## src/logic/bus_map_pkg.sv

```systemverilog
package bus_map_pkg;

    // Bus widths
    localparam int BUS_ADDR_BITS = 64;
    localparam int BUS_DATA_BITS = 64;
    localparam int MEM_WORD_BITS = 32;
    localparam int IRQ_BITS      = 4;

    typedef logic [BUS_ADDR_BITS-1:0] bus_addr_t;
    typedef logic [BUS_DATA_BITS-1:0] bus_data_t;
    typedef logic [MEM_WORD_BITS-1:0] mem_word_t;
    typedef logic [IRQ_BITS-1:0]      irq_vec_t;

    // Shared word memory, ROM in the lower half
    localparam bus_addr_t ROM_BASE = 64'h0000_0000_0000_0000;
    localparam bus_addr_t ROM_SIZE = 64'h0000_0000_0000_0100;
    localparam bus_addr_t RAM_BASE = 64'h0000_0000_0000_0100;
    localparam bus_addr_t RAM_SIZE = 64'h0000_0000_0000_0100;

    localparam int MEM_WORDS      = 128;
    localparam int MEM_INDEX_BITS = $clog2(MEM_WORDS);

    // Single-address peripherals
    localparam bus_addr_t ART_BASE = 64'h0000_0000_0000_1000;
    localparam bus_addr_t KEY_BASE = 64'h0000_0000_0000_1008;

    // Vector raised by a key press
    localparam irq_vec_t KEY_IRQ_VECTOR = 4'd1;

endpackage

```

## src/logic/kbd_pkg.sv

```systemverilog
package kbd_pkg;

    typedef logic [7:0] ascii_t;
    typedef logic [7:0] scan_t;

    // Start, eight data bits, odd parity, stop
    localparam int FRAME_BITS = 11;

    // Set-2 prefix codes
    localparam scan_t BREAK_CODE = 8'hF0;
    localparam scan_t EXT_CODE   = 8'hE0;

    // CLOCK_50 cycles without a falling PS/2 clock before a partial frame is dropped
    localparam int IDLE_TIMEOUT = 2000;

endpackage

```

## src/logic/key_irq_ctrl.sv

```systemverilog
`timescale 1ns/1ps

module key_irq_ctrl (
    input  logic                  CLOCK_50,
    input  logic                  KEY0,
    input  kbd_pkg::ascii_t       ascii,
    input  logic                  ascii_valid,
    input  logic                  interrupt_ack,
    output kbd_pkg::ascii_t       key_value,
    output bus_map_pkg::irq_vec_t interrupt_vector
);
    import bus_map_pkg::*;

    always_ff @(posedge CLOCK_50 or negedge KEY0) begin
        if (!KEY0) begin
            key_value        <= '0;
            interrupt_vector <= '0;
        end else begin
            // Unknown keys arrive as zero and are dropped
            if (ascii_valid && ascii != '0) begin
                key_value        <= ascii;
                interrupt_vector <= KEY_IRQ_VECTOR;
            end
            // Ack comes last so it wins over a new press
            if (interrupt_ack && interrupt_vector != '0) begin
                interrupt_vector <= '0;
            end
        end
    end

    assert property (@(posedge CLOCK_50) disable iff (!KEY0)
        interrupt_vector == '0 || interrupt_vector == KEY_IRQ_VECTOR);

endmodule

```

## config.mk

```make
export PLATFORM = sky130hd
export DESIGN_NAME = key_irq_ctrl
export DESIGN_NICKNAME = d
export VERILOG_FILES = /design/src/logic/bus_map_pkg.sv /design/src/logic/kbd_pkg.sv /design/src/logic/key_irq_ctrl.sv
export SDC_FILE = /design/constraint.sdc
export NUM_CORES = 1
export LEC_CHECK = 0
export ABC_AREA = 1
export BUFFER_PORTS_ARGS = -buffer_cell sky130_fd_sc_hd__clkbuf_2
export CAP_MARGIN = 20
export CORE_AREA = 4 4 41 43
export CTS_CLUSTER_SIZE = 24
export DETAILED_ROUTE_END_ITERATION = 12
export DIE_AREA = 0 0 45 47
export PLACE_DENSITY = 0.62
export SETUP_SLACK_MARGIN = 0.3
export SYNTH_ARGS = -nofsm -noshare
export SYNTH_HDL_FRONTEND = slang
export SYNTH_SLANG_ARGS = --single-unit
```

## constraint.sdc

```tcl
create_clock -name CLOCK_50 -period 0.8 [get_ports CLOCK_50]
set_input_delay 0.08 -clock CLOCK_50 [delete_from_list [all_inputs] [get_ports CLOCK_50]]
set_output_delay 0.08 -clock CLOCK_50 [all_outputs]
set_load 0.02 [all_outputs]
```

* Yosys cells after proc, flatten, opt, wreduce, memory -nomap -nowiden
Cells that the tools add are included.
** Storage, ports and cells
- Bits in registers :: 12
- Logic and storage cells :: 9
** Operators by class
- Muxes and demuxes :: 2
- Reductions and logical operators :: 5
** Operators with widths (number)
- $mux W4 :: 2
- $reduce_bool A8 Y1 :: 1
- $reduce_bool A4 Y1 :: 1
- $logic_and A1 B1 Y1 :: 2
- $reduce_bool A2 Y1 :: 1

* Depth between registers and ports, before layout
- Word-level depth :: 4
- Mapped depth :: 6

* Worst setup path before layout
Ideal clock, no wire load.
- Path type :: register to register
- Start :: register interrupt_vector[0]
- End :: register interrupt_vector[0]
- Setup time :: 0.065 ns
- Data arrival time :: 0.816 ns
- Required time :: 0.735 ns
- Slack :: -0.081 ns
- Stages on the path, launching flop included :: 4
- Buffers on the path :: 0
- Cells stage by stage :: dfrtp_1 inv_1 or2_2 nand2_1
** Between the ends
- Longest elaborated chain between the ends :: 3
- Elaborated cells on any way between the ends :: 4
- Those cells by class :: mux (1); reduce/logical (3)
** Ends and longest elaborated chain
- from (decl) :: RTL line key_irq_ctrl.sv:10 : output bus_map_pkg::irq_vec_t interrupt_vector
- from (signal assigned) :: RTL line key_irq_ctrl.sv:17 : interrupt_vector <= '0;
- from (signal assigned) :: RTL line key_irq_ctrl.sv:22 : interrupt_vector <= KEY_IRQ_VECTOR;
- from (signal assigned) :: RTL line key_irq_ctrl.sv:26 : interrupt_vector <= '0;
- $reduce_bool A4 Y1 (*) :: RTL line key_irq_ctrl.sv:25 : if (interrupt_ack && interrupt_vector != '0) begin
- $logic_and A1 B1 Y1 (*) :: RTL line key_irq_ctrl.sv:25
- $mux W4 or $reduce_bool A2 Y1 (tied branches)
Every way passes the cells marked *; elsewhere a longest branch is shown, timed or not.
A chain may end at the register's enable or synchronous reset.

* Worst setup path after layout
- Start :: register key_value[2]
- End :: output key_value[2]
** RTL lines
- from (decl) :: RTL line key_irq_ctrl.sv:9 : output kbd_pkg::ascii_t key_value,
- from (signal assigned) :: RTL line key_irq_ctrl.sv:21 : key_value <= ascii;
No word-level cell between the ends.

==> impl_metrics.ini <==
[power]
power.ir.vdd_worst_uv = 916
static-leakage-power_uw = 0.000381
power-per-cell-area_mw_per_mm2 = 1670

[global_route]
global_route.usage.total = 0.113
grt.overflow.total = 0
number_of_antenna_violations_at_the_first_check_in_global_routing = 0
grt_start_max_net_pins = 11
grt_pass1_vias = 371
global_route_wire_length_before_repair_um = 1640

[layout]
layout-drive-gt1-share = 0.627
flow.area_growth_from_synthesis_pct = 64.1
utilization = 0.581
final_net_count = 96
diodes = 0
final-instance-count-excl-fill = 98

[place]
dp_hpwl_um = 791
globalplace.congestion = 0.719
io_buffer_count = 20
post-place-cells = 91

[outcome]
failed_checks = setup timing
status = complete, but fails checks

[critical_path]
timing.critical_path.buf_inv = 1
reg2reg_depth = 3
path_max_fanout = 2
crit_chain = buf_8
worstReg2RegEnd = key_value[6]
worstPathArrival_ns = 0.82
critical_path_depth = 1
required_ns = 0.72
path_class = reg2out
critPathTopFamily = flip-flops
crit_start = key_value[2]
reg2reg_slack_ns = 0.05
critical_path.reg2reg.startpoint = key_value[6]
cp_slowest_stage_delay_ns = 0.42
critical_path.endpoint = key_value[2]
cp-start-kind = flip-flop
timing.critical_path.slowest_stage_cell = dfrtp_2
critical_path.endpoint_type = output port

[timing]
fmaxAchievable_mhz = 1120
slew_viol_final = 0
period_minus_slack_ns = 0.896
final_report_setup_violation_count = 9
finalHoldViolCount = 0
post-route-period-util = 1.12
grt_setup_unrepaired = true
setup_tns_final_ns = -0.742
postLayoutSetupSlackWorst_ns = -0.0960
clock-skew-final_ns = 0

[clock_network]
numCtsBuffers = 3
cts_tree = done
ctsLongestPathBuffers = 2
clk_root_buf = clkbuf_4
clk-insertion-delay-late_ns = 0.26
clock_sink_count = 9
cts_htree_levels = 1
cts.reportedPaths.clkPinSlew_ns = 0.07

[floorplanning]
core_footprint_mm2 = 0.00130
core.rowCount = 13
die_height_um = 47
die_w_um = 45
die-area_mm2 = 0.00212
floorplan.initialDensity = 0.354
io_pins = 24

[routing]
drt-vias-per-instance = 4.44
routed_wire_length_per_instance_um = 11.1
final_antenna_net_count = 0
drt_first_iter_violations = 6
drt_wl_total_um = 1090
vias = 435
drcViolationCount = 0
drt_pre_antenna_iters = 5

[yosys]
synthDistinctLibCells = 13
number_of_warning_messages_in_the_yosys_log = 0
ys_async_sr_fraction = 1.00
yosys.cell_count.top_type = nand2_1
post_synth_edffs = 0
synth.top_cells.by_count = nand2_1, dfrtp_1, nand3_1, inv_1
ys_ff_latch = 9
synth.largest_area_cell = dfrtp_1
synthesis.instances = 56
seq_area_frac_synth = 0.489
post_synth_instance_area_um2 = 460
yosys-top-cells-area = dfrtp_1, nand2_1, nand3_1, buf_4, nor2_2
yosys_most_used_dff = dfrtp_1
post-synth-top-area-fraction = 0.489
avgSynthCellArea_um2 = 8.22

[flow_run]
maxCapViolations = 0

[min_path]
min-delay-path-class = in2reg
cells by family (layout without fill, tap and decap cells):
logic type | Yosys count | after routing | share of synthesized area
DFF | 9 | 9 | 0.489
and+or+nand+nor | 37 | 37 | 0.361
buffers and inverters | 8 | 33 | 0.106
other | 1 | 3 | 0.00814
AOI/OAI and AO/OA | 1 | 1 | 0.0353
state kept, by name, indices dropped and copies added, names as in the netlist:
name and cells:
interrupt_vector 1, key_value 8
how the worst min path moves through the flow:
| stage | start | to | depth (start not counted) |
|---|---|---|---|
| floorplan | KEY0 | interrupt_vector[0] | 0 |
| global placement | KEY0 | key_value[1] | 1 |
| detailed placement | KEY0 | key_value[0] | 1 |
| CTS | ascii[3] | key_value[3] | 3 |
| global route | ascii[4] | key_value[4] | 3 |
| finish | ascii[7] | key_value[7] | 3 |
area by class of cell:
cell class / instances / area [um^2]
Clock buffer: 3 / 22.5
Multi-Input combinational cell: 41 / 229
Fill cell: 118 / 546
Clock inverter: 1 / 5.00
Timing Repair Buffer: 25 / 229
Inverter: 4 / 15.0
Tap cell: 15 / 18.8
Sequential cell: 9 / 236
stage by stage:
step	worst slack (ns)	power, uW	area (um^2)	hold WS (ns)
final	-0.0960	1260	756	0.0483
after global routing	-0.134	1350	756	0.0491
after CTS	-0.116	1180	639	0.0421
after detailed placement	-0.0754	798	582	-0.0448
after global placement	-0.0673	794	582	-0.0498
after floorplan	0.0268	704	482	-0.216
cells in the final DEF (no fill, tap or decap):
cell,instances
buf_4,3
o21ai_4,1
clkinv_2,1
inv_2,1
buf_6,13
inv_1,3
or2_4,1
clkbuf_2,7
dfrtp_2,9
nor2_2,1
clkbuf_4,3
and2_1,1
buf_8,1
nor2_4,3
dlygate4sd3_1,1
nand3_1,8
nand2_2,8
nand2_1,14
conb_1,3
nor2_1,1
routing by layer:
layer  vias up  GRT usage  routed length [um]
met2        15      0.181                 549
met5         -          0                   0
met3         4     0.0421                  68
li1        223          -                   -
met1       193      0.121                 430
met4         0     0.0877                  36
where the power goes:
part	total (uW)	leakage, uW	switching, uW	internal, uW
registers	541	0.0000993	33.5	507
logic	367	0.000264	181	185
clock network	356	0.0000177	171	185
total	1260	0.000381	386	877
repair_timing:
item	4_1_cts	5_1_grt
resized for setup	3	47
hold buffers	1	0
endpoints found under the hold margin	9	0
pin swaps	0	8
endpoints found under the setup margin	18	18
setup buffers	1	1
Note: power is estimated with default switching activity, not from simulation.
