File: src/logic/kbd_pkg.sv
package kbd_pkg;

    typedef logic [7:0] ascii_t;
    typedef logic [7:0] scan_t;

    // Start, eight data bits, odd parity, stop
    localparam int FRAME_BITS = 11;

    // Set-2 prefix codes
    localparam scan_t BREAK_CODE = 8'hF0;
    localparam scan_t EXT_CODE   = 8'hE0;

    // CLOCK_50 cycles without a falling PS/2 clock before a partial frame is dropped
    localparam int IDLE_TIMEOUT = 2000;

endpackage

File: src/logic/scan_ascii_table.sv
`timescale 1ns/1ps

module scan_ascii_table (
    input  logic            CLOCK_50,
    input  logic            KEY0,
    input  kbd_pkg::scan_t  scan_code,
    input  logic            key_make,
    output kbd_pkg::ascii_t ascii,
    output logic            ascii_valid
);
    import kbd_pkg::*;

    ascii_t lookup;

    // Set-2 make codes, unknown keys give zero
    always_comb begin
        case (scan_code)
            8'h1C: lookup = 8'h61;
            8'h32: lookup = 8'h62;
            8'h21: lookup = 8'h63;
            8'h23: lookup = 8'h64;
            8'h24: lookup = 8'h65;
            8'h2B: lookup = 8'h66;
            8'h34: lookup = 8'h67;
            8'h33: lookup = 8'h68;
            8'h43: lookup = 8'h69;
            8'h3B: lookup = 8'h6A;
            8'h42: lookup = 8'h6B;
            8'h4B: lookup = 8'h6C;
            8'h3A: lookup = 8'h6D;
            8'h31: lookup = 8'h6E;
            8'h44: lookup = 8'h6F;
            8'h4D: lookup = 8'h70;
            8'h15: lookup = 8'h71;
            8'h2D: lookup = 8'h72;
            8'h1B: lookup = 8'h73;
            8'h2C: lookup = 8'h74;
            8'h3C: lookup = 8'h75;
            8'h2A: lookup = 8'h76;
            8'h1D: lookup = 8'h77;
            8'h22: lookup = 8'h78;
            8'h35: lookup = 8'h79;
            8'h1A: lookup = 8'h7A;
            8'h45: lookup = 8'h30;
            8'h16: lookup = 8'h31;
            8'h1E: lookup = 8'h32;
            8'h26: lookup = 8'h33;
            8'h25: lookup = 8'h34;
            8'h2E: lookup = 8'h35;
            8'h36: lookup = 8'h36;
            8'h3D: lookup = 8'h37;
            8'h3E: lookup = 8'h38;
            8'h46: lookup = 8'h39;
            8'h29: lookup = 8'h20;
            // Enter sends carriage return
            8'h5A: lookup = 8'h0D;
            default: lookup = 8'h00;
        endcase
    end

    always_ff @(posedge CLOCK_50) begin
        if (key_make) begin
            ascii <= lookup;
        end
    end

    always_ff @(posedge CLOCK_50 or negedge KEY0) begin
        if (!KEY0) begin
            ascii_valid <= 1'b0;
        end else begin
            ascii_valid <= key_make;
        end
    end

endmodule

File: config.mk
export PLATFORM = sky130hd
export DESIGN_NAME = scan_ascii_table
export DESIGN_NICKNAME = d
export VERILOG_FILES = /design/src/logic/kbd_pkg.sv /design/src/logic/scan_ascii_table.sv
export SDC_FILE = /design/constraint.sdc
export NUM_CORES = 1
export LEC_CHECK = 0
export BUFFER_PORTS_ARGS = -buffer_cell sky130_fd_sc_hd__buf_2
export CAP_MARGIN = 25
export CORE_AREA = 3 3 48 50
export CTS_BUF_LIST = sky130_fd_sc_hd__clkbuf_4 sky130_fd_sc_hd__clkbuf_8
export DETAILED_ROUTE_END_ITERATION = 16
export DIE_AREA = 0 0 51 53
export PLACE_DENSITY = 0.88
export SETUP_SLACK_MARGIN = 0.1
export SLEW_MARGIN = 20
export SYNTH_ARGS = -nofsm -noshare
export SYNTH_HDL_FRONTEND = slang
export SYNTH_SLANG_ARGS = --single-unit
File: constraint.sdc
create_clock -name CLOCK_50 -period 0.8 [get_ports CLOCK_50]
set_input_delay 0 -clock CLOCK_50 [delete_from_list [all_inputs] [get_ports CLOCK_50]]
set_output_delay 0 -clock CLOCK_50 [all_outputs]
set_load 0.02 [all_outputs]
* After elaboration in Yosys (flattened, before gate mapping)
Memory sizes are Yosys's and may differ from the RTL's. A register that Yosys moved wholly into a read port is not among the register bits.
Index checks and enable logic that the tools add are counted.
** Storage, ports and cells
- Flip-flop bits (word level) :: 9
- ROM bits :: 896
- Word-level logic and storage cells :: 3
- Memories kept :: 1
** Memory list
- (name not given) :: depth 128, width 7, rd ports 1, clocked after memory_dff 1, write ports 0, RTL line scan_ascii_table.sv:17 : case (scan_code)

* Longest topological paths before layout
Gate-level depths: netlist of run 1.
- Word-level depth :: 0
- Depth in mapped cells :: 6

* Worst setup path after synthesis of run 1
Ideal clock, no wire load.
- Kind :: input to register
- From :: input port scan_code[0]
- To :: register ascii[2] (data pin)
- Setup time :: 0.152 ns
- Data arrival time :: 1.060 ns
- Required time :: 0.648 ns
- Slack :: -0.412 ns
- Stages :: 6
- Path buffers :: 0
- Path through :: inv_1 ha_1 nand2_1 and2_0 mux4_2 o22ai_1
** RTL lines
- start, declared :: RTL line scan_ascii_table.sv:6 : input kbd_pkg::scan_t scan_code,
- end, declared :: RTL line scan_ascii_table.sv:8 : output kbd_pkg::ascii_t ascii,

==> metrics.log, run 1 <==
[metrics] net switching power: 0.7311 mW
[metrics] peak supply drop: 993.1 µV
[metrics] max-slew violations: 0
[metrics] antenna viol nets, final: 0
[metrics] Worst Setup SP: scan_code[4]
[metrics] final worst path period need: 1.171 ns
[metrics] initial core utilization: 55.41%
[metrics] TritonCTS buffer count: 3
[metrics] first-pass iteration count of the detailed router: 6
[metrics] Internal Dissipation: 1.181 mW
[metrics] Placeable Area: 1942 µm²
[metrics] average cell area after synthesis: 8.341 µm²
[metrics] root buffer cell: clkbuf_4
[metrics] Max Clock Freq: 853.7 MHz
[metrics] clock slew at reported path FFs: 0.06 ns
[metrics] number of antenna violations at the first check in global routing: 0
[metrics] global routing usage summed across all routing layers: 35.23%
[metrics] global-route wire length before repair: 6.913 mm
[metrics] net count of the mapped netlist: 148
[metrics] commonest cells after routing, fill and taps aside: buf_4 (35), buf_6 (11), nand2b_1 (9), a21oi_1 (9), edfxtp_1 (7)
[metrics] number of distinct library cells after synthesis: 42
[metrics] final hold viol count: 0
[metrics] overall via count from detail_route: 1523
[metrics] final antenna diode count: 0
[metrics] arrival time at the worst endpoint: 1.29 ns
[metrics] number of remaining DRC errors: 0
[metrics] worst setup path category: in2reg
[metrics] via count of the first global-routing pass: 1363
[metrics] total standard cell area after synthesis: 1076 µm²
[metrics] share of flip-flops with an asynchronous set or reset after synthesis: 12.50%
[metrics] row cnt: 16
[metrics] gp weighted congestion: 0.9979
[metrics] CTS H-Tree Depth: 1
[metrics] DIE WIDTH: 51 µm
[metrics] Syn. warnings: 0
[metrics] category of the worst setup path launch point: primary input
[metrics] CTS sink count: 8
[metrics] CP Capture Type: flop
[metrics] overall die area: 2703 µm²
[metrics] portion of the post-synthesis area used by sequential elements: 21.86%
[metrics] Worst Path Required: 0.91 ns
[metrics] remaining global-route overflow: 0
[metrics] detail-routed net length per standard cell: 25.97 µm
[metrics] Die H: 53 µm
[metrics] run status: finished, violations left
[metrics] cell type with the highest aggregate area in the netlist: edfxtp_1
[metrics] area added between synthesis and finish: 72.44%
[metrics] combinational fraction of design power: 52.9%
[metrics] routed via count divided by cell count: 7.393
[metrics] part of the power in the clock network: 20.7%
[metrics] register bit total from synthesis: 8
[metrics] fraction of the cycle the final worst path needs: 146.4%
[metrics] violated checks: setup timing
[metrics] leakage: 0.7296 nW
[metrics] CTS tree: done
[metrics] Tot Pwr: 1.912 mW
[metrics] number of flops mapped to enable cells by yosys: 7
[metrics] DP HPWL: 2.695 mm
[metrics] Max clock buf depth: 2
[metrics] relative slew slack: 62.20%
[metrics] fraction of power spent switching nets: 38.24%
[metrics] most common library cell in the layout ignoring fill and taps: buf_4
[metrics] Setup Viol. Count Final: 10
[metrics] DRC violation total after the first TritonRoute iteration: 118
[metrics] count of nets after finishing: 199
[metrics] most area-consuming cells after synthesis: edfxtp_1 (20%), ha_1 (9.3%), a21oi_1 (6.5%)
[metrics] gate count after technology mapping: 129
[metrics] total wire length after detailed routing: 5.350 mm
[metrics] setup TNS: -1.984 ns
[metrics] Pwr per Cell Area: 1030 nW/µm²
[metrics] main flop type after synthesis: edfxtp_1
[metrics] RSZ-0062 raised after global routing: yes
[metrics] fraction of final layout cells sized beyond drive strength 1: 55.87%
[metrics] proportion of netlist area held by the largest area contributor: 19.53%
[metrics] Port-buffer cells: 18
[metrics] Crit Path Max Fanout: 9
[metrics] PnR worst setup slack: -0.3714 ns
[metrics] pre-CTS WS: -0.7436 ns
[metrics] power share of the sequential group: 26.5%
[metrics] min-delay worst type: in2async
[metrics] number of max-capacitance violations reported: 0
[metrics] top-level port count: 20
[metrics] maximum number of pins on one net before global-route repair: 20
[metrics] transition time at the pin with the least slew margin: 0.5618 ns
-- state kept, by name (all words and copies together) (netlist names) --
signal and flops:
ascii 7, ascii_valid 1
-- routing by layer --
layer	part of all wire [%]	wire, µm	GRT usage, %
met1	32	1724	39.31
met2	46	2443	60.30
met3	12	631	3.380
met4	10	551	29.60
met5	0	0	0
-- Yosys cell counts, drive strengths merged, types with 2 or more instances --
cell and number:
a21oi 14, nand2b 11, buf 10, ha 8
inv 8, nand2 8, edfxtp 7, nor2 7
o21ai 7, o31ai 5, mux2i 4, o2111ai 4
a311oi 3, nand3b 3, a211oi 2, a21boi 2
a31oi 2, mux2 2, nor2b 2, nor3b 2
o211ai 2
-- kinds of logic (layout without fill, tap and decap cells) --
logic type      Yosys count  in the layout  share of synthesized area (%)
mux                       7              7                          7.907
compound gates           48             48                          30.93
fa+ha+maj                 8              8                          9.303
simple gates             39             39                          20.23
other cells               1              1                         0.3485
flops                     8              8                          21.86
buf+inv                  18             68                          9.418
-- worst max-delay path by stage --
stage / slack [ns] / to / depth (start not counted)
after global placement: -0.66 / ascii[3]$_SDFFCE_PP0P_ / 7
after floorplan: -0.24 / ascii[2]$_SDFFCE_PP0P_ / 6
final: -0.37 / ascii[2]$_SDFFCE_PP0P_ / 7
after CTS: -0.26 / ascii[1]$_SDFFCE_PP0P_ / 7
after global routing: -0.48 / ascii[1]$_SDFFCE_PP0P_ / 5
after detailed placement: -0.74 / ascii[1]$_SDFFCE_PP0P_ / 7
-- what timing repair did --
action / in CTS / in global routing
setup endpoints to repair: 15 / 15
resized for setup: 41 / 19
hold buffers: 2 / 0
buffers inserted: 3 / 0
pin swaps: 12 / 14
endpoints found under the hold margin: 2 / 0
-- power groups by stage --
stage          clock network [mW]  logic [mW]  registers, mW
2_1_floorplan                   0       0.411          0.548
4_1_cts                     0.375       0.859          0.504
6_report                    0.395        1.01          0.506
3_3_place_gp                    0       0.702          0.504
5_1_grt                     0.409        1.05          0.509
3_5_place_dp                    0       0.726          0.506
-- critical path: stages --
cell and delay [ns]:
buf_4 0.17, buf_6 0.20, nand2b_4 0.09, buf_4 0.15, nor4_1 0.43, a21oi_2 0.06, o22ai_2 0.17
-- final cells by class --
type	instances	area, µm²
clock buffer	4	30.03
fill	44	86.33
inverter	8	58.81
multi-input combinational	103	1011
sequential	8	235.2
tap	27	33.78
timing repair buffer	56	486.7
-- per-stage QoR --
| step | util (%) | instances | hold slack, ns | instance area [µm²] |
|---|---|---|---|---|
| finish | 95.55 | 206 | 0.07026 | 1856 |
| global route | 95.55 | 206 | 0.06578 | 1856 |
| CTS | 91.43 | 206 | 0.05269 | 1775 |
| detailed placement | 79.45 | 197 | -0.2246 | 1543 |
| floorplan | - | 129 | -0.2956 | 1266 |
| global placement | 79.45 | 197 | -0.2251 | 1543 |
No activity file was read; power rests on OpenSTA's default activity.
==> run 2: changes to the inputs <==
- clock period: 0.8 -> 1.29 ns (I/O delays scaled with it)
==> metrics.log, run 2 (same netlist as run 1, synthesis figures left out) <==
[metrics] run status: finished clean (was finished, violations left)
[metrics] M3 GR Usage: 1.690% (was 3.380%)
[metrics] Regs by FF count: ascii (7), ascii_valid (1) (unchanged)
[metrics] global routing usage summed across all routing layers: 24.34% (was 35.23%)
[metrics] PnR worst setup slack: 0.05046 ns (was -0.3714 ns)
[metrics] routed via count divided by cell count: 6.167 (was 7.393)
[metrics] DIE WIDTH: 51 µm (unchanged)
[metrics] area added between synthesis and finish: 37.67% (was 72.44%)
[metrics] critical path cell sequence: buf_2 > inv_4 > ha_4 > nor3b_1 > o31ai_1 > o2111ai_1 > a221oi_2 (was buf_4 > buf_6 > nand2b_4 > buf_4 > nor4_1 > a21oi_2 > o22ai_2)
[metrics] CP max-delay cell: nor3b_1 (was nor4_1)
[metrics] overall via count from detail_route: 1221 (was 1523)
[metrics] Port-buffer cells: 18 (unchanged)
[metrics] top-level port count: 20 (unchanged)
[metrics] global route hottest layer: met2 (unchanged)
[metrics] Die H: 53 µm (unchanged)
[metrics] Crit Path Max Fanout: 5 (was 9)
[metrics] remaining global-route overflow: 0 (unchanged)
[metrics] fill cell instance count of the final layout: 145 (was 44)
[metrics] number of antenna violations at the first check in global routing: 0 (unchanged)
[metrics] DRC violation total after the first TritonRoute iteration: 60 (was 118)
[metrics] number of max-capacitance violations reported: 0 (unchanged)
[metrics] final hold viol count: 0 (unchanged)
[metrics] total wire length after detailed routing: 3.180 mm (was 5.350 mm)
[metrics] initial core utilization: 55.41% (unchanged)
[metrics] fraction of the cycle the final worst path needs: 96.09%
[metrics] gp weighted congestion: 0.9115 (was 0.9979)
[metrics] part of the power in the clock network: 23.7% (was 20.7%)
[metrics] Crit path buffers/inverters: 2 (was 3)
[metrics] TritonCTS buffer count: 3 (unchanged)
[metrics] clock slew at reported path FFs: 0.06 ns (about the same)
[metrics] power share of the sequential group: 32.5% (was 26.5%)
[metrics] first-pass iteration count of the detailed router: 4 (was 6)
[metrics] final worst path period need: 1.240 ns
[metrics] most common library cell in the layout ignoring fill and taps: buf_4 (unchanged)
[metrics] maximum number of pins on one net before global-route repair: 21 (was 20)
[metrics] number of remaining DRC errors: 0 (unchanged)
[metrics] Worst Path Required: 1.29 ns (was 0.91 ns)
[metrics] RSZ-0062 raised after global routing: yes (unchanged)
[metrics] setup TNS: 0 ns (was -1.984 ns)
[metrics] fraction of final layout cells sized beyond drive strength 1: 39.18% (was 55.87%)
[metrics] antenna viol nets, final: 0 (unchanged)
[metrics] combinational fraction of design power: 43.9% (was 52.9%)
[metrics] Placeable Area: 1942 µm² (unchanged)
[metrics] Max clock buf depth: 2 (unchanged)
[metrics] CP Capture Type: flop (unchanged)
[metrics] worst setup path category: in2reg (unchanged)
[metrics] global-route wire length before repair: 5.071 mm (was 6.913 mm)
[metrics] Setup Viol. Count Final: 0 (was 10)
[metrics] peak supply drop: 424.9 µV (was 993.1 µV)
[metrics] via count of the first global-routing pass: 1166 (was 1363)
[metrics] pre-CTS WS: -0.2515 ns (was -0.7436 ns)
[metrics] commonest cells after routing, fill and taps aside: buf_4 (27), buf_2 (17), nand2b_1 (11), a21oi_1 (11), nand2_1 (8) (was buf_4 (35), buf_6 (11), nand2b_1 (9), a21oi_1 (9), edfxtp_1 (7))
[metrics] root buffer cell: clkbuf_4 (unchanged)
[metrics] max-slew violations: 0 (unchanged)
[metrics] Pwr per Cell Area: 640.1 nW/µm² (was 1030 nW/µm²)
[metrics] CTS H-Tree Depth: 1 (unchanged)
[metrics] Internal Dissipation: 0.6279 mW (was 1.181 mW)
[metrics] most flop-heavy register: ascii (unchanged)
[metrics] fraction of power spent switching nets: 33.78% (was 38.24%)
[metrics] min-delay worst type: in2async (unchanged)
[metrics] detail-routed net length per standard cell: 16.06 µm (was 25.97 µm)
[metrics] Global Route met1 Usage: 26.46% (was 39.31%)
[metrics] Largest register FFs: 7 (unchanged)
[metrics] CTS sink count: 8 (unchanged)
[metrics] count of nets after finishing: 191 (was 199)
[metrics] arrival time at the worst endpoint: 1.24 ns (was 1.29 ns)
[metrics] grt met2 use: 46.14% (was 60.30%)
[metrics] CTS tree: done (unchanged)
[metrics] DP HPWL: 2.464 mm (was 2.695 mm)
[metrics] category of the worst setup path launch point: primary input (unchanged)
[metrics] overall die area: 2703 µm² (unchanged)
[metrics] leakage: 0.5980 nW (was 0.7296 nW)
[metrics] final antenna diode count: 0 (unchanged)
[metrics] Max Clock Freq: 806.8 MHz
[metrics] delay of the slowest cell on the worst path: 0.36 ns (was 0.43 ns)
[metrics] net switching power: 0.3203 mW (was 0.7311 mW)
[metrics] gate family responsible for the most delay along the worst path: compound AO/OA/AOI/OAI gates (was buffers and inverters)
[metrics] row cnt: 16 (unchanged)
[metrics] # Post-CTS Setup Buffers: 0 (was 3)
-- run 2: timing repair --
item / 4_1_cts / 5_1_grt
setup endpoints to repair: 7 / 7
gates resized for setup: 4 / 12
hold endpoints to repair: 2 / 0
hold buffers: 2 / 0
pin swaps: 0 / 6
-- run 2: power groups by stage --
stage / registers, mW / logic, mW / clock network (mW)
6_report: 0.308 / 0.416 / 0.224
5_1_grt: 0.309 / 0.445 / 0.248
4_1_cts: 0.308 / 0.385 / 0.229
3_5_place_dp: 0.313 / 0.375 / 0
3_3_place_gp: 0.312 / 0.366 / 0
2_1_floorplan: 0.340 / 0.200 / 0
-- run 2: final cells by class --
cell class / instances / area [µm²] / share of cell area [%]
multi-input combinational: 103 / 812.0 / 54.81
timing repair buffer: 48 / 335.3 / 22.64
sequential: 8 / 235.2 / 15.88
inverter: 8 / 35.03 / 2.365
tap: 27 / 33.78 / 2.280
clock buffer: 4 / 30.03 / 2.027
-- run 2: how the worst max path moves through the flow --
stage / startpoint / to / slack [ns] / cells past startpoint
floorplan: scan_code[1] / ascii[6]$_SDFFCE_PP0P_ / 0.11 / 6
global placement: scan_code[1] / ascii[4]$_SDFFCE_PP0P_ / -0.19 / 7
detailed placement: scan_code[1] / ascii[4]$_SDFFCE_PP0P_ / -0.25 / 7
CTS: scan_code[0] / ascii[2]$_SDFFCE_PP0P_ / 0.11 / 7
global route: scan_code[0] / ascii[1]$_SDFFCE_PP0P_ / -0.05 / 7
finish: scan_code[0] / ascii[1]$_SDFFCE_PP0P_ / 0.05 / 7
-- run 2: per-stage QoR --
stage	hold WS [ns]	area (µm²)	power (mW)	cells	utilization, %
floorplan	-0.2956	1079	0.5402	129	-
global placement	-0.2255	1354	0.6782	192	69.72
detailed placement	-0.2244	1354	0.6888	192	69.72
CTS	0.04370	1413	0.9217	198	72.74
global route	0.04094	1481	1.002	198	76.29
finish	0.04552	1481	0.9482	198	76.29
-- run 2: routing by layer --
metal / up-vias / routed length (µm)
met3: 10 / 190
met2: 68 / 1678
met1: 570 / 1224
li1: 573 / -
met5: - / 0
met4: 0 / 87
