[config.mk]
export PLATFORM = sky130hd
export DESIGN_NAME = ps2_frame_fsm
export DESIGN_NICKNAME = d
export VERILOG_FILES = /design/src/logic/kbd_pkg.sv /design/src/logic/ps2_frame_timer.sv /design/src/logic/ps2_frame_fsm.sv
export SDC_FILE = /design/constraint.sdc
export NUM_CORES = 1
export LEC_CHECK = 0
export ABC_AREA = 1
export BUFFER_PORTS_ARGS = -buffer_cell sky130_fd_sc_hd__buf_4
export CAP_MARGIN = 10
export CORE_MARGIN = 1
export CORE_UTILIZATION = 35
export DETAILED_ROUTE_END_ITERATION = 10
export GPL_ROUTABILITY_DRIVEN = 0
export GPL_TIMING_DRIVEN = 0
export PLACE_DENSITY_LB_ADDON = 0.1
export REMOVE_ABC_BUFFERS = 1
export SYNTH_ARGS = -nofsm -noshare
export SYNTH_HDL_FRONTEND = slang
export SYNTH_SLANG_ARGS = --single-unit
export TNS_END_PERCENT = 5
[constraint.sdc]
create_clock -name CLOCK_50 -period 2.7 [get_ports CLOCK_50]
set_input_delay 0 -clock CLOCK_50 [delete_from_list [all_inputs] [get_ports CLOCK_50]]
set_output_delay 0 -clock CLOCK_50 [all_outputs]
set_load 0.05 [all_outputs]
[src/logic/kbd_pkg.sv]
package kbd_pkg;

    typedef logic [7:0] ascii_t;
    typedef logic [7:0] scan_t;

    // Start, eight data bits, odd parity, stop
    localparam int FRAME_BITS = 11;

    // Set-2 prefix codes
    localparam scan_t BREAK_CODE = 8'hF0;
    localparam scan_t EXT_CODE   = 8'hE0;

    // CLOCK_50 cycles without a falling PS/2 clock before a partial frame is dropped
    localparam int IDLE_TIMEOUT = 2000;

endpackage

[src/logic/ps2_frame_timer.sv]
`timescale 1ns/1ps

module ps2_frame_timer (
    input  logic       CLOCK_50,
    input  logic       KEY0,
    input  logic       bit_strobe,
    input  logic       frame_active,
    output logic [3:0] bit_index,
    output logic       idle_expired
);
    import kbd_pkg::*;

    localparam int IDLE_W = $clog2(IDLE_TIMEOUT);

    logic [IDLE_W-1:0] idle_count;

    // Idle counter restarts on every received bit
    always_ff @(posedge CLOCK_50 or negedge KEY0) begin
        if (!KEY0) begin
            idle_count   <= '0;
            idle_expired <= 1'b0;
        end else begin
            idle_expired <= 1'b0;
            if (!frame_active || bit_strobe) begin
                idle_count <= '0;
            end else if (idle_count == IDLE_W'(IDLE_TIMEOUT - 1)) begin
                idle_count   <= '0;
                idle_expired <= 1'b1;
            end else begin
                idle_count <= idle_count + 1'b1;
            end
        end
    end

    // Timeout wins, then a new bit, then end of frame
    always_ff @(posedge CLOCK_50 or negedge KEY0) begin
        if (!KEY0) begin
            bit_index <= '0;
        end else if (idle_expired) begin
            bit_index <= '0;
        end else if (bit_strobe) begin
            bit_index <= bit_index + 1'b1;
        end else if (!frame_active) begin
            bit_index <= '0;
        end
    end

    assert property (@(posedge CLOCK_50) disable iff (!KEY0) bit_index <= FRAME_BITS);

endmodule

[src/logic/ps2_frame_fsm.sv]
`timescale 1ns/1ps

module ps2_frame_fsm (
    input  logic           CLOCK_50,
    input  logic           KEY0,
    input  logic           ps2_clk,
    input  logic           ps2_dat,
    output kbd_pkg::scan_t scan_code,
    output logic           key_make,
    output logic           key_break
);
    import kbd_pkg::*;

    typedef enum logic [1:0] {
        st_idle,
        st_receive,
        st_check
    } state_t;

    state_t                  state;
    logic                    ps2_clk_meta;
    logic                    ps2_clk_sync;
    logic                    ps2_clk_prev;
    logic                    ps2_dat_meta;
    logic                    ps2_dat_sync;
    logic                    ps2_fall;
    logic                    bit_strobe;
    logic                    frame_active;
    logic [3:0]              bit_index;
    logic                    idle_expired;
    logic [FRAME_BITS-1:0]   frame;
    logic                    frame_ok;
    logic                    break_pending;
    scan_t                   code;

    // Two-flop synchronizers, lines idle high
    always_ff @(posedge CLOCK_50 or negedge KEY0) begin
        if (!KEY0) begin
            ps2_clk_meta <= 1'b1;
            ps2_clk_sync <= 1'b1;
            ps2_clk_prev <= 1'b1;
            ps2_dat_meta <= 1'b1;
            ps2_dat_sync <= 1'b1;
        end else begin
            ps2_clk_meta <= ps2_clk;
            ps2_clk_sync <= ps2_clk_meta;
            ps2_clk_prev <= ps2_clk_sync;
            ps2_dat_meta <= ps2_dat;
            ps2_dat_sync <= ps2_dat_meta;
        end
    end

    assign ps2_fall     = ps2_clk_prev && !ps2_clk_sync;
    assign bit_strobe   = ps2_fall && (state == st_idle || state == st_receive);
    assign frame_active = (state != st_idle);

    ps2_frame_timer timer_i (
        .CLOCK_50     (CLOCK_50),
        .KEY0         (KEY0),
        .bit_strobe   (bit_strobe),
        .frame_active (frame_active),
        .bit_index    (bit_index),
        .idle_expired (idle_expired)
    );

    // Frame bits arrive LSB first, start bit ends up in bit 0
    assign code     = frame[8:1];
    assign frame_ok = !frame[0] && frame[FRAME_BITS-1] && (^frame[9:1]);

    always_ff @(posedge CLOCK_50) begin
        if (bit_strobe) begin
            frame <= {ps2_dat_sync, frame[FRAME_BITS-1:1]};
        end
        if (state == st_check) begin
            scan_code <= code;
        end
    end

    always_ff @(posedge CLOCK_50 or negedge KEY0) begin
        if (!KEY0) begin
            state         <= st_idle;
            break_pending <= 1'b0;
            key_make      <= 1'b0;
            key_break     <= 1'b0;
        end else begin
            key_make  <= 1'b0;
            key_break <= 1'b0;
            case (state)
                st_idle: begin
                    if (ps2_fall) begin
                        state <= st_receive;
                    end
                end
                st_receive: begin
                    if (idle_expired) begin
                        state <= st_idle;
                    end else if (ps2_fall && bit_index == 4'(FRAME_BITS - 1)) begin
                        state <= st_check;
                    end
                end
                st_check: begin
                    state <= st_idle;
                    if (frame_ok) begin
                        if (code == BREAK_CODE) begin
                            break_pending <= 1'b1;
                        end else if (code != EXT_CODE) begin
                            // Key after F0 is a release
                            key_make      <= !break_pending;
                            key_break     <= break_pending;
                            break_pending <= 1'b0;
                        end
                    end
                end
                default: state <= st_idle;
            endcase
        end
    end

    assert property (@(posedge CLOCK_50) disable iff (!KEY0) !(key_make && key_break));

endmodule

Word level (Yosys, flattened, before mapping)
Cells that the tools add are included.
{"block": "totals", "register_bits": 45, "latch_bits": 0, "ramBits": 0, "mem_bits_ro": 0, "in_bits": 4, "n_memories": 0}
{"block": "op_classes", "addsub": 2, "multipliers": 0, "div_mod_pow": 0, "order_cmp": 0, "eq_ne": 9, "n_shift": 0, "n_mux": 21, "bitwise_logic": 0, "reduce_logical": 17}
{"operator": "$mux 11", "count": 2}
{"operator": "$mux 1", "count": 12}
{"operator": "$mux 4", "count": 3}
{"operator": "$add 11x1->11 const B", "count": 1}
{"operator": "$eq 11x11->1 const B", "count": 1}
{"operator": "$reduce_xor 9->1", "count": 1}
{"operator": "$eq 8x8->1 const B", "count": 1}
{"operator": "$ne 8x8->1 const B", "count": 1}
{"operator": "$mux 2", "count": 3}
{"operator": "$logic_and 1x1->1", "count": 5}
{"operator": "$add 4x1->4 const B", "count": 1}
{"operator": "$eq 4x4->1 const B", "count": 1}
{"operator": "$logic_not 1->1", "count": 4}
{"operator": "$pmux 2 s2", "count": 1}
{"operator": "$reduce_bool 2->1", "count": 2}
{"operator": "$ne 3x1->1 const B", "count": 1}
{"operator": "$ne 3x2->1 const B", "count": 1}
{"operator": "$reduce_and 3->1", "count": 1}
{"operator": "$eq 2x1->1 const B", "count": 1}
{"operator": "$eq 2x2->1 const B", "count": 1}
{"operator": "$logic_not 2->1", "count": 1}
{"operator": "$logic_or 1x1->1", "count": 2}
{"operator": "$ne 2x2->1 const B", "count": 1}
{"operator": "$reduce_and 2->1", "count": 1}

Depth between registers and ports, before layout
{"block": "logic_depth", "word_depth": 6, "mapped_depth": 11}

By module
From an unflattened synthesis, not the netlist that was laid out.
{"block": "unflattened", "cells_unflattened": 184, "hier_area_um2": 1978.1}
{"module": "ps2_frame_fsm", "n_inst": 1, "cells_per_inst": 90, "area_per_inst_um2": 1157.4, "seq_area_each_um2": 827.0}
{"module": "ps2_frame_timer", "n_inst": 1, "cells_per_inst": 94, "area_per_inst_um2": 820.8, "seq_area_each_um2": 400.4}

Worst setup path before layout
OpenSTA, ideal clock, no wires.
{"block": "synth_path", "path_type": "flip-flop to flip-flop", "from": "register ps2_clk_prev", "to": "register timer_i.bit_index[3]", "t_arrival_ps": 1278, "required_time_ps": 2617, "setup_slack_ps": 1340, "stages_incl_launch_ff": 9, "n_path_buf": 0, "synth_period_minus_slack_ps": 1360, "path_cell_list": "dfstp_2 inv_1 nor2_1 nand2_1 inv_1 nand2_1 inv_1 nand2_1 o21ai_0"}
{"block": "synth_via", "elab_chain_cells": 4, "word_cells_on_any_way": 5, "classes_between": "1 x eq/ne; 2 x mux; 2 x reduce/logical"}
{"element": "from (decl)", "line": "ps2_frame_fsm.sv:23", "source": "logic ps2_clk_prev;"}
{"element": "from (signal assigned)", "line": "ps2_frame_fsm.sv:47", "source": "ps2_clk_prev <= ps2_clk_sync;"}
{"element": "$logic_and 1x1->1 *", "line": "ps2_frame_fsm.sv:53", "source": "assign ps2_fall = ps2_clk_prev && !ps2_clk_sync;"}
{"element": "$logic_and 1x1->1 *", "line": "ps2_frame_fsm.sv:54", "source": "assign bit_strobe = ps2_fall && (state == st_idle || state == st_receive);"}
{"element": "via bit_strobe", "line": "ps2_frame_fsm.sv:27", "source": "logic bit_strobe;"}
{"element": "$mux 4", "line": "ps2_frame_timer.sv:41", "source": "end else if (bit_strobe) begin"}
{"element": "$mux 4", "line": "ps2_frame_timer.sv:39", "source": "end else if (idle_expired) begin"}
{"element": "to (signal assigned)", "line": "ps2_frame_timer.sv:42", "source": "bit_index <= bit_index + 1'b1;"}
{"element": "to (decl)", "line": "ps2_frame_timer.sv:8", "source": "output logic [3:0] bit_index,"}
Mark *: on every way through the listed nets, which the timed path passes. The rest lies on a longest branch.
A chain may end at the register's enable or synchronous reset.

Worst setup path in the final report
Ends and elaborated chain as after synthesis.

==> impl.org <==
** Status
- The flow ran to the end, and the final reports show no timing, DRC or antenna violations.

** Worst setup path
- The worst setup path is launched from a register.
- The slowest stage of the critical path is the sky130_fd_sc_hd__dfstp_2 cell.
- Of all nets on the critical path, the largest fanout is 12.
- WP data required :: about 2.9 ns
- Buf/Inv on CP :: 3
- Critical path type :: register to register
- At the worst endpoint, the arrival time is approximately 1.9 ns.
- Peak per-stage delay on the critical path :: 0.52 ns
- Category of the worst setup path capture point :: register
- Largest delay contributor family on the critical path :: buffers and inverters
- Traced cell by cell, the critical path runs through inv_1, nor2_1, nand2_1, inv_1, nand2_1, inv_1, nand2_1, o21ai_0.

** Floorplanning
- From bottom edge to top edge, the die measures 77.3 microns.
- Standard-cell rows :: 27
- I/O Pins :: 14
- Width of the die :: 77.3 microns
- After floorplanning, the core was sized to cover around 0.0055 sq mm.
- The initial utilization of the core area, before any placement, comes to 36.2%.
- The die covers about 0.006 sq mm.

** STA
- RSZ-0062 raised after global routing :: false
- Clock Skews :: roughly 0.011 ns
- F_max :: roughly 600 MHz
- Total Negative Setup Slacks :: 0 ns
- Final min period :: 1.67 ns
- For the pin with the worst max-slew slack, the measured transition is 0.487 ns.
- The worst path uses roughly 62% of the clock period.
- Setup violations remaining at the end of the flow were counted as 0.
- The number of hold violations in the final report was 0.
- Measured against its own limit, the worst slew margin works out to 67.5%.
- The total count of max-transition violations in the final report is 0.

** Synthesis
- Area fraction in and, or, nand and nor cells after synthesis :: a little under a fifth
- Syn Inst Count :: 183
- The cell area that synthesis handed to floorplanning was 0.00198 sq mm.
- Sequential cell area fraction in the yosys report :: 61.9%
- Top cells by area in the synthesized netlist :: sky130_fd_sc_hd__edfxtp_1, sky130_fd_sc_hd__dfrtp_1, sky130_fd_sc_hd__dfstp_2
- The largest total area in the synthesized netlist belongs to sky130_fd_sc_hd__edfxtp_1.
- Post-synth top area share :: 28.8%
- In the synthesized netlist the dominant register cell turns out to be sky130_fd_sc_hd__dfrtp_1.
- Post-synth ARST share :: 57.8%
- Adder-cell area share of the yosys netlist :: 5.05%
- Avg Synthesized Cell Area :: 10.8 sq um
- Yosys printed 0 warnings.
- By area, the combinational part of the netlist is dominated by simple AND/OR/NAND/NOR gates.
- Register bit total from synthesis :: 45
- Number of synthesized flops with an enable pin :: 19
- Measured against the total synthesized area, the mux share comes to 0%.
- Of the total synthesized cell area, the portion taken by XOR and XNOR cells is 2.65%.
- Synth cell types :: 31
- Area fraction in compound gates after synthesis :: 4.92%

** Final layout
- From synthesis to final layout, the design area changed by 16.3%.
- Post-layout instance count excluding filler cells :: 279
- Share of layout cells above drive strength 1 :: around 23%
- The repair_antennas step left the layout with diodes totalling 0.
- Post-layout net count :: around 220
- Counting the fill cells in the layout gives ~550.

** Drt
- Average via count per standard cell :: about 4.6
- Once detail routing completed, the nets flagged for antenna violations numbered 0.
- After detailed routing, the number of remaining DRC violations is 0.
- 1st-pass router iterations :: 4
- The routed layout has 1,288 vias.
- The final layout contains routed wiring with a total length of ~3.3 mm.
- For this block, the initial DRC count from the detailed router was 52.
- Routed wire length per instance :: 11.9 microns

** CTS
- Counting along the longest clock path gives a buffer depth of 2.
- Inserted Clock Buffers :: 5
- In this run the clock root is driven by a sky130_fd_sc_hd__clkbuf_8.
- TritonCTS clock tree :: done
- Max H-tree Level :: 2
- Worst-Skew Late Latency :: approximately 0.3 ns
- Once the clock tree was built, the resizer swapped 0 gates to a different size.
- Clock transition at the registers of the reported paths :: 0.09 ns
- TritonCTS Sinks :: 45

** Global routing
- Summed over all layers, the global routing overflow is 0.
- Number of antenna violations at the first check in global routing :: 0
- Global routing used between 10% and 20% of the available tracks.
- Wire length of the first global-routing pass :: slightly above 6 mm
- Largest net degree at the start of global routing :: 27
- The via count of the first global-routing pass came to between 1,000 and 1,500.

** Power
- IR analysis of the VDD net gives a maximum drop of 346 uV.
- Power spread over the standard cell area amounts to 664 mW/mm^2.
- Leakage dissipation :: 1.03 nW

** Run
- Number of violations of the max-capacitance limit :: 0

** Placed design
- Including well taps, the total number of placed cells is around 270.
- Estimated wirelength of the detail-placed design :: 2.36 mm
- In this run the tool buffered the top-level ports with 13 buffer cells.

** Min path
- In this run the worst hold path is classified as input pin to asynchronous set/reset pin.
cell families after synthesis:
group,after synthesis
compound gates,15
flops,45
simple gates,75
fa+ha+maj,8
buf+inv,34
xor+xnor,6
layout make-up:
| cell class | instances | area [sq um] | area share (%) |
|---|---|---|---|
| clock buffer | 7 | 97.6 | 4.23 |
| clock inverter | 1 | 8.76 | 0.380 |
| inverter | 34 | 134 | 5.80 |
| multi-input combinational | 104 | 622 | 27.0 |
| sequential | 45 | 1230 | 53.2 |
| tap | 72 | 90.1 | 3.90 |
| timing repair buffer | 16 | 128 | 5.53 |
Yosys cell counts, types with 2 or more instances:
cell type,number
sky130_fd_sc_hd__nand3_1,11
sky130_fd_sc_hd__a21oi_1,4
sky130_fd_sc_hd__xnor2_1,3
sky130_fd_sc_hd__inv_1,27
sky130_fd_sc_hd__xor2_1,3
sky130_fd_sc_hd__o21ai_0,3
sky130_fd_sc_hd__dfstp_2,5
sky130_fd_sc_hd__nand2_2,3
sky130_fd_sc_hd__inv_2,4
sky130_fd_sc_hd__edfxtp_1,19
sky130_fd_sc_hd__inv_4,2
sky130_fd_sc_hd__nor2_1,14
sky130_fd_sc_hd__nand4_1,4
sky130_fd_sc_hd__nor3_2,3
sky130_fd_sc_hd__ha_1,8
sky130_fd_sc_hd__o21ai_2,3
sky130_fd_sc_hd__nor3_1,3
sky130_fd_sc_hd__nand3_2,2
sky130_fd_sc_hd__dfrtp_1,21
sky130_fd_sc_hd__nand2_1,30
cell usage in the layout (no fill, tap or decap), types with 4 or more instances in the layout:
cell type,netlist,final
sky130_fd_sc_hd__a21oi_1,4,4
sky130_fd_sc_hd__buf_4,0,13
sky130_fd_sc_hd__clkbuf_8,0,5
sky130_fd_sc_hd__dfrtp_1,21,21
sky130_fd_sc_hd__dfstp_2,5,5
sky130_fd_sc_hd__edfxtp_1,19,19
sky130_fd_sc_hd__ha_1,8,8
sky130_fd_sc_hd__inv_1,27,27
sky130_fd_sc_hd__inv_2,4,4
sky130_fd_sc_hd__nand2_1,30,30
sky130_fd_sc_hd__nand3_1,11,11
sky130_fd_sc_hd__nand4_1,4,4
sky130_fd_sc_hd__nor2_1,14,14
power by group:
part | total [W] | internal (W) | switching (W)
clock | 0.000475 | 0.000243 | 0.000233
sequential | 0.000835 | 0.000780 | 0.0000548
combinational | 0.000223 | 0.0000915 | 0.000131
total | 0.00153 | 0.00111 | 0.000419
repair_timing:
action	in CTS	in global routing
endpoints found under the hold margin	28	0
hold buffers	3	0
setup buffers	0	0
setup endpoints to repair	0	0
worst reg2reg max path: cells and delay by family, from the launching register on:
kind | cells | cell delay (ns)
DFF | 1 | 0.52
buffers and inverters | 3 | 0.54
AOI/OAI and AO/OA | 1 | 0.07
and+or+nand+nor | 4 | 0.45
worst paths after layout:
check | start | to | slack [ns] | cells after the start
min | KEY0 | state[1] | 0.14 | 2
min reg2reg | ps2_clk_meta | ps2_clk_sync | 0.36 | 0
min in group CLOCK_50 | ps2_dat | ps2_dat_meta | 0.35 | 2
max reg2reg | ps2_clk_prev | timer_i.bit_index[3] | 1.03 | 8
max | ps2_clk_prev | timer_i.bit_index[3] | 1.03 | 8
max in group asynchronous | KEY0 | ps2_clk_meta | 2.27 | 2
per-stage QoR:
stage / utilization [%] / worst slack [ns] / power, W / instance area [sq um] / hold WS, ns
final: 42.2 / 1.03 / 0.00153 / 2310 / 0.136
after global routing: 42.2 / 0.859 / 0.00163 / 2310 / 0.154
after CTS: 42.2 / 1.01 / 0.00155 / 2310 / 0.144
after detailed placement: 39.7 / 1.02 / 0.00107 / 2170 / -0.0730
after global placement: 39.7 / 1.10 / 0.00105 / 2170 / -0.0753
after floorplan: - / 1.34 / 0.00101 / 1980 / -0.296
sequential cells by signal, indices dropped and copies added, names as in the netlist:
| name | cells |
|---|---|
| frame | 11 |
| timer_i.idle_count | 11 |
| scan_code | 8 |
| timer_i.bit_index | 4 |
| state | 2 |
| break_pending | 1 |
| key_break | 1 |
| key_make | 1 |
| ps2_clk_meta | 1 |
| ps2_clk_prev | 1 |
| ps2_clk_sync | 1 |
| ps2_dat_meta | 1 |
| ps2_dat_sync | 1 |
| timer_i.idle_expired | 1 |
metal layers:
metal  wire length, microns  share of wire [%]  track usage [%]
met1                   1560                 47             15.1
met2                   1630                 49             22.3
met3                     94                2.8             2.74
met4                     46                1.4             5.66
met5                      0                  0                0
Power figures use the tool's default switching activity.
